`src/exec_pkg.sv`:
```
package exec_pkg;

  typedef logic [31:0] word_t;     // data word, pc and immediates
  typedef logic [4:0] reg_addr_t;  // x0..x31

  typedef enum logic [4:0] {
    op_add  = 5'd0,
    op_sub  = 5'd1,
    op_and  = 5'd2,
    op_or   = 5'd3,
    op_xor  = 5'd4,
    op_sll  = 5'd5,
    op_srl  = 5'd6,
    op_sra  = 5'd7,
    op_slt  = 5'd8,
    op_sltu = 5'd9,
    op_lui  = 5'd10,
    op_jal  = 5'd11,
    op_beq  = 5'd12,  // conditional branches
    op_bne  = 5'd13,
    op_blt  = 5'd14,
    op_bge  = 5'd15,
    op_divu = 5'd16,  // multi-cycle
    op_remu = 5'd17
  } op_t;

endpackage

```
`src/alu.sv`:
```
`timescale 1ns/1ps

module alu import exec_pkg::*; (
  input  op_t   op,
  input  word_t operand_a,
  input  word_t operand_b,
  input  word_t pc,
  output word_t result
);

  logic [4:0] shamt;

  assign shamt = operand_b[4:0];

  always_comb begin
    case (op)
      op_sub:  result = operand_a - operand_b;
      op_and:  result = operand_a & operand_b;
      op_or:   result = operand_a | operand_b;
      op_xor:  result = operand_a ^ operand_b;
      op_sll:  result = operand_a << shamt;
      op_srl:  result = operand_a >> shamt;
      op_sra:  result = word_t'($signed(operand_a) >>> shamt);
      op_slt:  result = {31'b0, $signed(operand_a) < $signed(operand_b)};
      op_sltu: result = {31'b0, operand_a < operand_b};
      op_lui:  result = operand_b;        // immediate arrives on b
      op_jal:  result = pc + 32'd4;       // link value
      default: result = operand_a + operand_b;
    endcase
  end

endmodule

```
`src/branch_unit.sv`:
```
`timescale 1ns/1ps

module branch_unit import exec_pkg::*; (
  input  op_t   op,
  input  word_t operand_a,
  input  word_t operand_b,
  input  word_t pc,
  input  word_t imm,
  output logic  taken,
  output word_t target
);

  logic lt_signed;

  assign lt_signed = $signed(operand_a) < $signed(operand_b);

  always_comb begin
    case (op)
      op_beq:  taken = (operand_a == operand_b);
      op_bne:  taken = (operand_a != operand_b);
      op_blt:  taken = lt_signed;
      op_bge:  taken = !lt_signed;
      op_jal:  taken = 1'b1;  // unconditional
      default: taken = 1'b0;
    endcase
  end

  // jal and branches share the pc-relative target
  assign target = pc + imm;

endmodule

```
`src/divider.sv`:
```
`timescale 1ns/1ps

module divider import exec_pkg::*; (
  input  logic  clock,
  input  logic  reset,
  input  logic  start,
  input  word_t dividend,
  input  word_t divisor,
  output word_t quotient,
  output word_t remainder,
  output logic  ready
);

  typedef enum logic [1:0] {
    div_idle,
    div_busy,
    div_done
  } div_state_t;

  div_state_t state;
  logic [4:0] count;
  word_t      rem_q;
  word_t      quot_q;
  word_t      divisor_q;
  logic [32:0] shifted;
  logic [32:0] diff;
  logic        fits;

  // restoring step, one quotient bit
  assign shifted = {rem_q, quot_q[31]};
  assign diff    = shifted - {1'b0, divisor_q};
  assign fits    = !diff[32];  // zero divisor always fits

  always_ff @(posedge clock) begin
    if (!reset) begin
      state <= div_idle;
      count <= '0;
    end else begin
      case (state)
        div_idle: begin
          count <= '0;
          if (start) state <= div_busy;
        end
        div_busy: begin
          count <= count + 5'd1;
          if (count == 5'd31) state <= div_done;
        end
        default: begin
          if (!start) state <= div_idle;  // wait for the stage to take it
        end
      endcase
    end
  end

  always_ff @(posedge clock) begin
    if ((state == div_idle) && start) begin
      rem_q     <= '0;
      quot_q    <= dividend;
      divisor_q <= divisor;
    end else if (state == div_busy) begin
      rem_q  <= fits ? diff[31:0] : shifted[31:0];
      quot_q <= {quot_q[30:0], fits};
    end
  end

  assign quotient  = quot_q;
  assign remainder = rem_q;
  assign ready     = (state == div_done);

endmodule

```
`src/execute_stage.sv`:
```
`timescale 1ns/1ps

module execute_stage import exec_pkg::*; (
  input  logic      clock,
  input  logic      reset,
  input  logic      issue_valid,
  input  op_t       issue_op,
  input  reg_addr_t issue_rd,
  input  word_t     issue_imm,
  input  word_t     issue_pc,
  input  logic      issue_use_imm,
  input  word_t     operand_a,
  input  word_t     operand_b,
  input  word_t     alu_result,
  input  logic      branch_taken,
  input  word_t     branch_target,
  input  word_t     div_quotient,
  input  word_t     div_remainder,
  input  logic      div_ready,
  output logic      div_start,
  output word_t     unit_b,
  output logic      result_valid,
  output reg_addr_t result_rd,
  output word_t     result_data,
  output logic      redirect,
  output word_t     redirect_pc,
  output logic      stall
);

  logic  live;
  logic  is_div;
  logic  is_branch;
  logic  accept;
  logic  writes_rd;
  word_t result_sel;

  // the instruction right behind a redirect is squashed
  assign live      = issue_valid && !redirect;
  assign is_div    = (issue_op == op_divu) || (issue_op == op_remu);
  assign is_branch = (issue_op == op_beq) || (issue_op == op_bne) ||
                     (issue_op == op_blt) || (issue_op == op_bge);

  assign div_start = live && is_div && !div_ready;
  assign stall     = div_start;  // held until the quotient is ready
  assign accept    = issue_valid && !stall;
  assign writes_rd = !is_branch && (issue_rd != '0);

  assign unit_b = issue_use_imm ? issue_imm : operand_b;

  always_comb begin
    case (issue_op)
      op_divu: result_sel = div_quotient;
      op_remu: result_sel = div_remainder;
      op_lui:  result_sel = issue_imm;
      default: result_sel = alu_result;
    endcase
  end

  always_ff @(posedge clock) begin
    if (!reset) begin
      result_valid <= 1'b0;
      redirect     <= 1'b0;
    end else begin
      result_valid <= accept && live && writes_rd;
      redirect     <= accept && live && branch_taken;
    end
  end

  // write-back payload
  always_ff @(posedge clock) begin
    result_rd   <= issue_rd;
    result_data <= result_sel;
    redirect_pc <= branch_target;
  end

endmodule

```
`src/execute_top.sv`:
```
`timescale 1ns/1ps

module execute_top import exec_pkg::*; (
  input  logic      clock,
  input  logic      reset,
  input  logic      issue_valid,
  input  op_t       issue_op,
  input  reg_addr_t issue_rs1,
  input  reg_addr_t issue_rs2,
  input  reg_addr_t issue_rd,
  input  word_t     issue_imm,
  input  word_t     issue_pc,
  input  logic      issue_use_imm,
  output logic      result_valid,
  output reg_addr_t result_rd,
  output word_t     result_data,
  output logic      redirect,
  output word_t     redirect_pc,
  output logic      stall
);

  word_t file_data_a;
  word_t file_data_b;
  word_t operand_a;
  word_t operand_b;
  word_t unit_b;
  word_t alu_result;
  logic  branch_taken;
  word_t branch_target;
  logic  div_start;
  logic  div_ready;
  word_t div_quotient;
  word_t div_remainder;

  register_file u_regs (
    .clock        (clock),
    .reset        (reset),
    .read_addr_a  (issue_rs1),
    .read_addr_b  (issue_rs2),
    .read_data_a  (file_data_a),
    .read_data_b  (file_data_b),
    .write_enable (result_valid),  // written back from the pipeline register
    .write_addr   (result_rd),
    .write_data   (result_data)
  );

  forwarding u_fwd (
    .rs1         (issue_rs1),
    .rs2         (issue_rs2),
    .file_data_a (file_data_a),
    .file_data_b (file_data_b),
    .fwd_valid   (result_valid),
    .fwd_rd      (result_rd),
    .fwd_data    (result_data),
    .operand_a   (operand_a),
    .operand_b   (operand_b)
  );

  alu u_alu (
    .op        (issue_op),
    .operand_a (operand_a),
    .operand_b (unit_b),
    .pc        (issue_pc),
    .result    (alu_result)
  );

  branch_unit u_branch (
    .op        (issue_op),
    .operand_a (operand_a),
    .operand_b (operand_b),
    .pc        (issue_pc),
    .imm       (issue_imm),
    .taken     (branch_taken),
    .target    (branch_target)
  );

  divider u_div (
    .clock     (clock),
    .reset     (reset),
    .start     (div_start),
    .dividend  (operand_a),
    .divisor   (unit_b),
    .quotient  (div_quotient),
    .remainder (div_remainder),
    .ready     (div_ready)
  );

  execute_stage u_stage (
    .clock         (clock),
    .reset         (reset),
    .issue_valid   (issue_valid),
    .issue_op      (issue_op),
    .issue_rd      (issue_rd),
    .issue_imm     (issue_imm),
    .issue_pc      (issue_pc),
    .issue_use_imm (issue_use_imm),
    .operand_a     (operand_a),
    .operand_b     (operand_b),
    .alu_result    (alu_result),
    .branch_taken  (branch_taken),
    .branch_target (branch_target),
    .div_quotient  (div_quotient),
    .div_remainder (div_remainder),
    .div_ready     (div_ready),
    .div_start     (div_start),
    .unit_b        (unit_b),
    .result_valid  (result_valid),
    .result_rd     (result_rd),
    .result_data   (result_data),
    .redirect      (redirect),
    .redirect_pc   (redirect_pc),
    .stall         (stall)
  );

endmodule

```
`src/forwarding.sv`:
```
`timescale 1ns/1ps

module forwarding import exec_pkg::*; (
  input  reg_addr_t rs1,
  input  reg_addr_t rs2,
  input  word_t     file_data_a,
  input  word_t     file_data_b,
  input  logic      fwd_valid,
  input  reg_addr_t fwd_rd,
  input  word_t     fwd_data,
  output word_t     operand_a,
  output word_t     operand_b
);

  logic hit_a;
  logic hit_b;

  // last cycle's result is not in the file yet
  assign hit_a = fwd_valid && (fwd_rd != '0) && (fwd_rd == rs1);
  assign hit_b = fwd_valid && (fwd_rd != '0) && (fwd_rd == rs2);

  assign operand_a = hit_a ? fwd_data : file_data_a;
  assign operand_b = hit_b ? fwd_data : file_data_b;

endmodule

```
`src/register_file.sv`:
```
`timescale 1ns/1ps

module register_file import exec_pkg::*; (
  input  logic      clock,
  input  logic      reset,
  input  reg_addr_t read_addr_a,
  input  reg_addr_t read_addr_b,
  output word_t     read_data_a,
  output word_t     read_data_b,
  input  logic      write_enable,
  input  reg_addr_t write_addr,
  input  word_t     write_data
);

  word_t regs [32];

  always_ff @(posedge clock) begin
    if (!reset) begin
      for (int i = 0; i < 32; i++) begin
        regs[i] <= '0;
      end
    end else if (write_enable && (write_addr != '0)) begin
      regs[write_addr] <= write_data;  // x0 stays zero
    end
  end

  // combinational read
  assign read_data_a = (read_addr_a == '0) ? '0 : regs[read_addr_a];
  assign read_data_b = (read_addr_b == '0) ? '0 : regs[read_addr_b];

endmodule

```
`config.mk`:
```
export PLATFORM = sky130hd
export DESIGN_NAME = execute_top
export DESIGN_NICKNAME = d
export VERILOG_FILES = /design/src/exec_pkg.sv /design/src/alu.sv /design/src/branch_unit.sv /design/src/divider.sv /design/src/execute_stage.sv /design/src/execute_top.sv /design/src/forwarding.sv /design/src/register_file.sv
export SDC_FILE = /design/constraint.sdc
export NUM_CORES = 2
export LEC_CHECK = 0
export BUFFER_PORTS_ARGS = -buffer_cell sky130_fd_sc_hd__buf_2
export CORE_MARGIN = 4
export CORE_UTILIZATION = 45
export CTS_CLUSTER_SIZE = 20
export DETAILED_ROUTE_END_ITERATION = 16
export HOLD_SLACK_MARGIN = 0.02
export MAX_ROUTING_LAYER = met4
export PLACE_DENSITY = 0.6
export SLEW_MARGIN = 20
export SYNTH_ARGS = -nofsm -noshare
export SYNTH_HDL_FRONTEND = slang
export SYNTH_SLANG_ARGS = --single-unit
```
`constraint.sdc`:
```
create_clock -name clock -period 13.1 [get_ports clock]
set_clock_uncertainty 0.05 [all_clocks]
set_input_delay 1.31 -clock clock [delete_from_list [all_inputs] [get_ports clock]]
set_output_delay 1.31 -clock clock [all_outputs]
set_load 0.01 [all_outputs]
```
Word-level counts from Yosys, hierarchy flattened:

Memories as Yosys holds them, arrays and structs flattened.
Index checks and enable logic that the tools add are counted.

* add/sub/neg operators: 6
* magnitude comparators: 3
* eq/ne operators: 27
* shifts and indexed selects: 3
* mux-type cells: 23
* bitwise operators: 3
* reduce and logical (&&, ||, !) cells: 31

Operators with widths (count)
* $pmux 32 s10: 1
* $mux 32: 9
* $lt 32x32->1: 3
* $pmux 32 s3: 1
* $add 32x32->32: 2
* $eq 5x4->1 const B: 8
* $sub 33x32->33: 1
* $add 32x3->32 const B: 1
* $and 32x32->32: 1
* $eq 32x32->1: 1
* $ne 32x32->1: 1
* $or 32x32->32: 1
* $reduce_or 32->1: 1
* $shl 32x5->32: 1
* $shr 32x5->32: 1
* $sshr 32x5->32: 1
* $sub 32x32->32: 1
* $xor 32x32->32: 1
* $eq 5x3->1 const B: 4
* $eq 5x5->1 const B: 3
* $logic_and 1x1->1: 12
* $eq 5x2->1 const B: 2
* $eq 5x5->1: 2
* $logic_not 5->1: 2
* 18 further kinds: 35

* register bits: 174
* memory bits (writable): 1024
* input port bits: 88
* output and inout bits: 72
* logic and storage cells: 107
* memories kept: 1

Memory list
* u_regs.regs: words 32, width 32, read ports 2, clocked after memory_dff 0, wr ports 32, line register_file.sv:15 `word_t regs [32];`

Logic depth before layout (Yosys ltp):

* word-level depth: 8
* depth in mapped cells: 29

By module:

From an unflattened synthesis, not the netlist that was laid out.

* cells, all modules: 6268
* area total of the unflattened synthesis: 76409.5 µm²

Modules (own cells, without submodules)
* register_file: instances 1, cells an instance 3509, area each 54204.5 µm², seq. area each 30749.5 µm²
* alu: instances 1, cells an instance 1420, area each 9589.2 µm², seq. area each 0.0 µm²
* divider: instances 1, cells an instance 592, area each 5909.4 µm², seq. area each 2702.6 µm²
* execute_stage: instances 1, cells an instance 310, area each 2992.9 µm², seq. area each 1421.4 µm²
* branch_unit: instances 1, cells an instance 351, area each 2532.4 µm², seq. area each 0.0 µm²
* forwarding: instances 1, cells an instance 86, area each 1181.1 µm², seq. area each 0.0 µm²

Worst setup path before layout:

Ideal clock, no wire load.

* path type: input -> register
* from: input port issue_rs2[0]
* to: register u_stage.result_data[25]
* library setup time: 0.132 ns
* arrival: 6.533 ns
* required time: 12.918 ns
* slack: 6.385 ns
* cell stages on the path: 27
* buffers on the path: 7
* cell sequence: buf_6 -> buf_6 -> buf_2 -> buf_2 -> buf_2 -> buf_1 -> mux4_2 -> a22oi_1 -> o21ai_0 -> nor2_1 -> a21oi_1 -> a22oi_1 -> a21o_1 -> ha_1 -> clkbuf_1 -> and3_1 -> a221o_1 -> a21oi_1 -> o21a_1 -> a21oi_1 -> a21o_1 -> a21oi_1 -> o21bai_1 -> a21o_1 -> a221o_1 -> o21ai_0 -> a32oi_1

* cells in the longest elaborated chain, start to end: 7
* elaborated cells on any way between the ends: 17

RTL lines
* start: declaration: line execute_top.sv:9 `input reg_addr_t issue_rs2,`
* $mem_v2 32x32 (tied with other cells)
* $mux 32 / $logic_and 1x1->1 (equally long branches): line register_file.sv:29, forwarding.sv:20
* $mux 32 (*): line forwarding.sv:23 `assign operand_b = hit_b ? fwd_data : file_data_b;`
* $mux 32 (*): line execute_stage.sv:48 `assign unit_b = issue_use_imm ? issue_imm : operand_b;`
* $add 32x32->32 (tied with other cells): line alu.sv:28 `default: result = operand_a + operand_b;`
* $pmux 32 s10 (*): line alu.sv:16 `case (op)`
* $pmux 32 s3 (*): line execute_stage.sv:51 `case (issue_op)`
* named net u_stage.result_sel[25]: line execute_stage.sv:35 `word_t result_sel;`
* end signal: assignment: line execute_stage.sv:72 `result_data <= result_sel;`
* end: declaration: line execute_stage.sv:24 `output word_t result_data,`

The timed path passes the listed nets; every way through them passes the cells marked *.
A chain may end at the register's enable or synchronous reset.

Worst setup path in the final report:

* from: input port issue_rs2[1]
* to: register u_stage.result_data[0]

* cells in the longest elaborated chain, start to end: 7
* elaborated cells on any way between the ends: 19

RTL lines (line)
* $mem_v2 32x32 (tied with other cells)
* $mux 32 / $logic_and 1x1->1 (equally long branches): register_file.sv:29, forwarding.sv:20
* $mux 32 (*): forwarding.sv:23
* $mux 32 (*): execute_stage.sv:48
* $add 32x32->32 (tied with other cells): alu.sv:28
* $pmux 32 s10 (*): alu.sv:16
* $pmux 32 s3 (*): execute_stage.sv:51
* named net u_stage.result_sel[0]: execute_stage.sv:35

Marks and branches as above.

==> results.md <==
* Post-synth top area cell: edfxtp_1
* Cells after DPL at 8530
* Synthesized area at 0.07476 sq mm
* # clock sinks at 1198
* CTS root buf: clkbuf_16
* Logic pwr share at 0.274
* Overall routing resource usage at 0.3533
* Cts hold-fix bufs at 0
* Core area at 0.1650 sq mm
* Largest stage delay, worst path at 0.62 ns
* Chip width at 415.6 um
* Sw Ratio at 0.3433
* Final hold violations at 0
* Global-route wire length before repair at 427800 um
* Drt via density at 6.626
* Slew Limit Fails at 0
* Clock share of power at 0.337
* Worst slew pin tran at 1.049 ns
* FF+latch count, synth at 1198
* Pwr dens at 141.2 mW/mm^2
* Max_slew headroom at 0.2807
* Post-CTS setup buffer count at 0
* Part of the power in registers at 0.389
* Worst-path clk slew at 0.06 ns
* Switch Pwr at 4.017 mW
* Crit path capture type: register
* Cells after Synth at 6518
* Gpl congestion at 1.051
* VDD IR max at 0.0001215 V
* WL/cell at 34.58 um
* Drt first pass iters at 6
* Crit path max fanout at 64
* Fin util at 0.5023
* Worst hold slack at 0.4647 ns
* Port buffer count at 159
* Post-synth ARST share at 0
* Cell mode on critical path: o21ai_0
* Max Fclk at 120.8 MHz
* Seq/Total Area, Yosys at 0.4665
* Drc violations at 0
* Post-Route WL at 304100 um
* Pin count of the biggest net entering global routing at 108
* Initial antenna violation count at 15
* CTS max path bufs at 3
* Crit path arrival time at 8.96 ns
* Fin Setup TNS at 0 ns
* DRT iter0 DRCs at 7164
* Total die area at 0.1727 sq mm
* RSZ-0062 raised after global routing: false
* Number of flops mapped to enable cells by yosys at 1088
* Worst path slowest cell: buf_4
* TritonCTS clock tree: built
* Yosys warnings at 0
* Max-Cap Viols at 0
* Startpoint Class: input port
* HP Class: register to register
* Fin cells at 8793
* Final ANT Viol Nets at 0
* Req. time, crit path at 13.79 ns
* Netlist cell types at 94
* Fin crit share at 0.6318
* Num CTS Buffers at 142
* Power Total at 11.70 mW
* Max H-tree Level at 4
* Crit path time final at 8.276 ns
* Clock Latency Late Sink at 0.81 ns
* Resized cells post-CTS at 0
* Yosys top cell area share at 0.4370
* Io pins at 160
* Top-count cell post-synth: edfxtp_1
* Area contributors post-synth: edfxtp_1 (44%), mux4_2 (9.9%), and2_1 (8.4%)
* Area Growth Syn to Fin at 10.86%
* Congestion Overflow GR at 0
* Total vias in the final route at 58260
* Syn_area_per_cell at 11.47 sq um
* Height of the die at 415.6 um
* Power Internal at 7.685 mW
* NumNets Final at 6772
* Critical path class: input port to register
* Synth cell count leaders: edfxtp_1 (1088), and2_1 (1006), mux2i_1 (494), nor2_1 (418), clkbuf_1 (401)
* Hpwl dp at 193400 um
* Setup violators final at 0
* Initial Util at 0.4531
* Vias in the first global route at 56880
* Worst reg2reg setup slack at 5.64 ns
* Share of layout cells above drive strength 1 at 0.1679
* Outcome: completed
* Row cnt at 149
* Leakage at 31.70 nW
* Worst-path cell chain: buf_6, buf_4, buf_4, nor2_4, buf_12, a221oi_1, nor2_1, o21ai_0, nor2_1, a21oi_1, a22oi_1, a21o_1, ha_1, inv_1, nor3_1, nand2_1, o21ai_0, a21oi_1, o21ai_0, a2bb2oi_1, o21ai_0, a21oi_1, o2111ai_1, a32oi_1
* Most used DFF post-synth: edfxtp_1
==> metal layers <==
metal | global-route usage | share of wire | wire length (um) | up-vias
li1 | - | - | - | 24490
met2 | 0.5603 | 0.47 | 143500 | 3642
met5 | - | 0 | 0 | -
met4 | 0.1792 | 0.061 | 18420 | 0
met1 | 0.4300 | 0.37 | 113100 | 29280
met3 | 0.07264 | 0.096 | 29080 | 849
==> area by class of cell <==
type	count	area, sq um
antenna	9	22.52
clock buffer	175	3760
clock inverter	79	748.2
fill	14540	82110
inverter	159	599.3
multi-input combinational	4623	37670
sequential	1198	34870
tap	2189	2739
timing repair buffer	361	2465
==> through the flow <==
| step | setup slack (ns) | area, sq um |
|---|---|---|
| after floorplan | 6.385 | 74870 |
| after global placement | 4.319 | 78350 |
| after detailed placement | 4.273 | 78350 |
| after CTS | 5.159 | 82850 |
| after global routing | 4.794 | 82860 |
| final | 4.824 | 82880 |
==> cells in the final DEF (no fill, tap or decap), types with 28 or more instances in the layout <==
cell,count
a21oi_1,345
conb_1,32
a32o_1,28
nand2_1,247
o221ai_1,55
buf_2,150
mux4_2,328
o22ai_1,85
xnor2_1,77
and2_1,1005
nand4_1,34
xor2_1,34
a22oi_1,149
o21ai_0,228
nor3_1,37
buf_4,198
a21o_1,63
dfxtp_1,110
edfxtp_1,1088
mux2_2,91
nor2_1,382
mux2i_1,494
o21ai_4,31
clkbuf_16,144
nand3_1,68
ha_1,195
nor2_4,33
inv_1,150
a221oi_1,104
a211oi_1,72
==> sequential cells by signal (all words and copies together), names as in the netlist <==
signal	count
u_stage.result_data	32
u_div.count	5
u_stage.redirect_pc	32
u_div.remainder	32
u_div.divisor_q	32
u_regs.regs	1024
u_stage.result_valid	1
u_stage.result_rd	5
u_stage.redirect	1
u_div.state	2
u_div.quotient	32
==> logic make-up after synthesis <==
logic type / after synthesis / share of synthesized area
AND/OR/NAND/NOR: 1966 / 0.1416
AO/OA/AOI/OAI: 1399 / 0.1255
flip-flops: 1198 / 0.4665
multiplexers: 915 / 0.1790
buffers and inverters: 728 / 0.04050
adder cells (fa/ha/maj): 199 / 0.03371
XOR/XNOR: 112 / 0.01312
other: 1 / 0.00005016
==> final timing paths <==
check                       startpoint                      end  cells after the start
hold reg to reg    u_div.remainder[23]      u_div.remainder[23]                      2
hold / removal     u_div.remainder[23]      u_div.remainder[23]                      2
setup reg to reg  u_stage.result_rd[2]  u_stage.result_data[31]                     22
setup / recovery          issue_rs2[1]   u_stage.result_data[0]                     24
==> power groups by stage <==
| stage | logic [mW] | registers [mW] | clock network, mW |
|---|---|---|---|
| after floorplan | 1.88 | 4.64 | 0 |
| after global placement | 3.11 | 4.62 | 0 |
| after detailed placement | 3.12 | 4.63 | 0 |
| after CTS | 3.13 | 4.55 | 3.98 |
| after global routing | 3.37 | 4.57 | 4.14 |
| final | 3.20 | 4.55 | 3.95 |
==> critical path: cells and delay by family <==
kind	cells	cell delay, ns
buffers and inverters	5	1.81
adder cells (fa/ha/maj)	1	0.39
AO/OA/AOI/OAI	13	4.71
AND/OR/NAND/NOR	5	0.50
No activity file was read; power rests on OpenSTA's default activity.
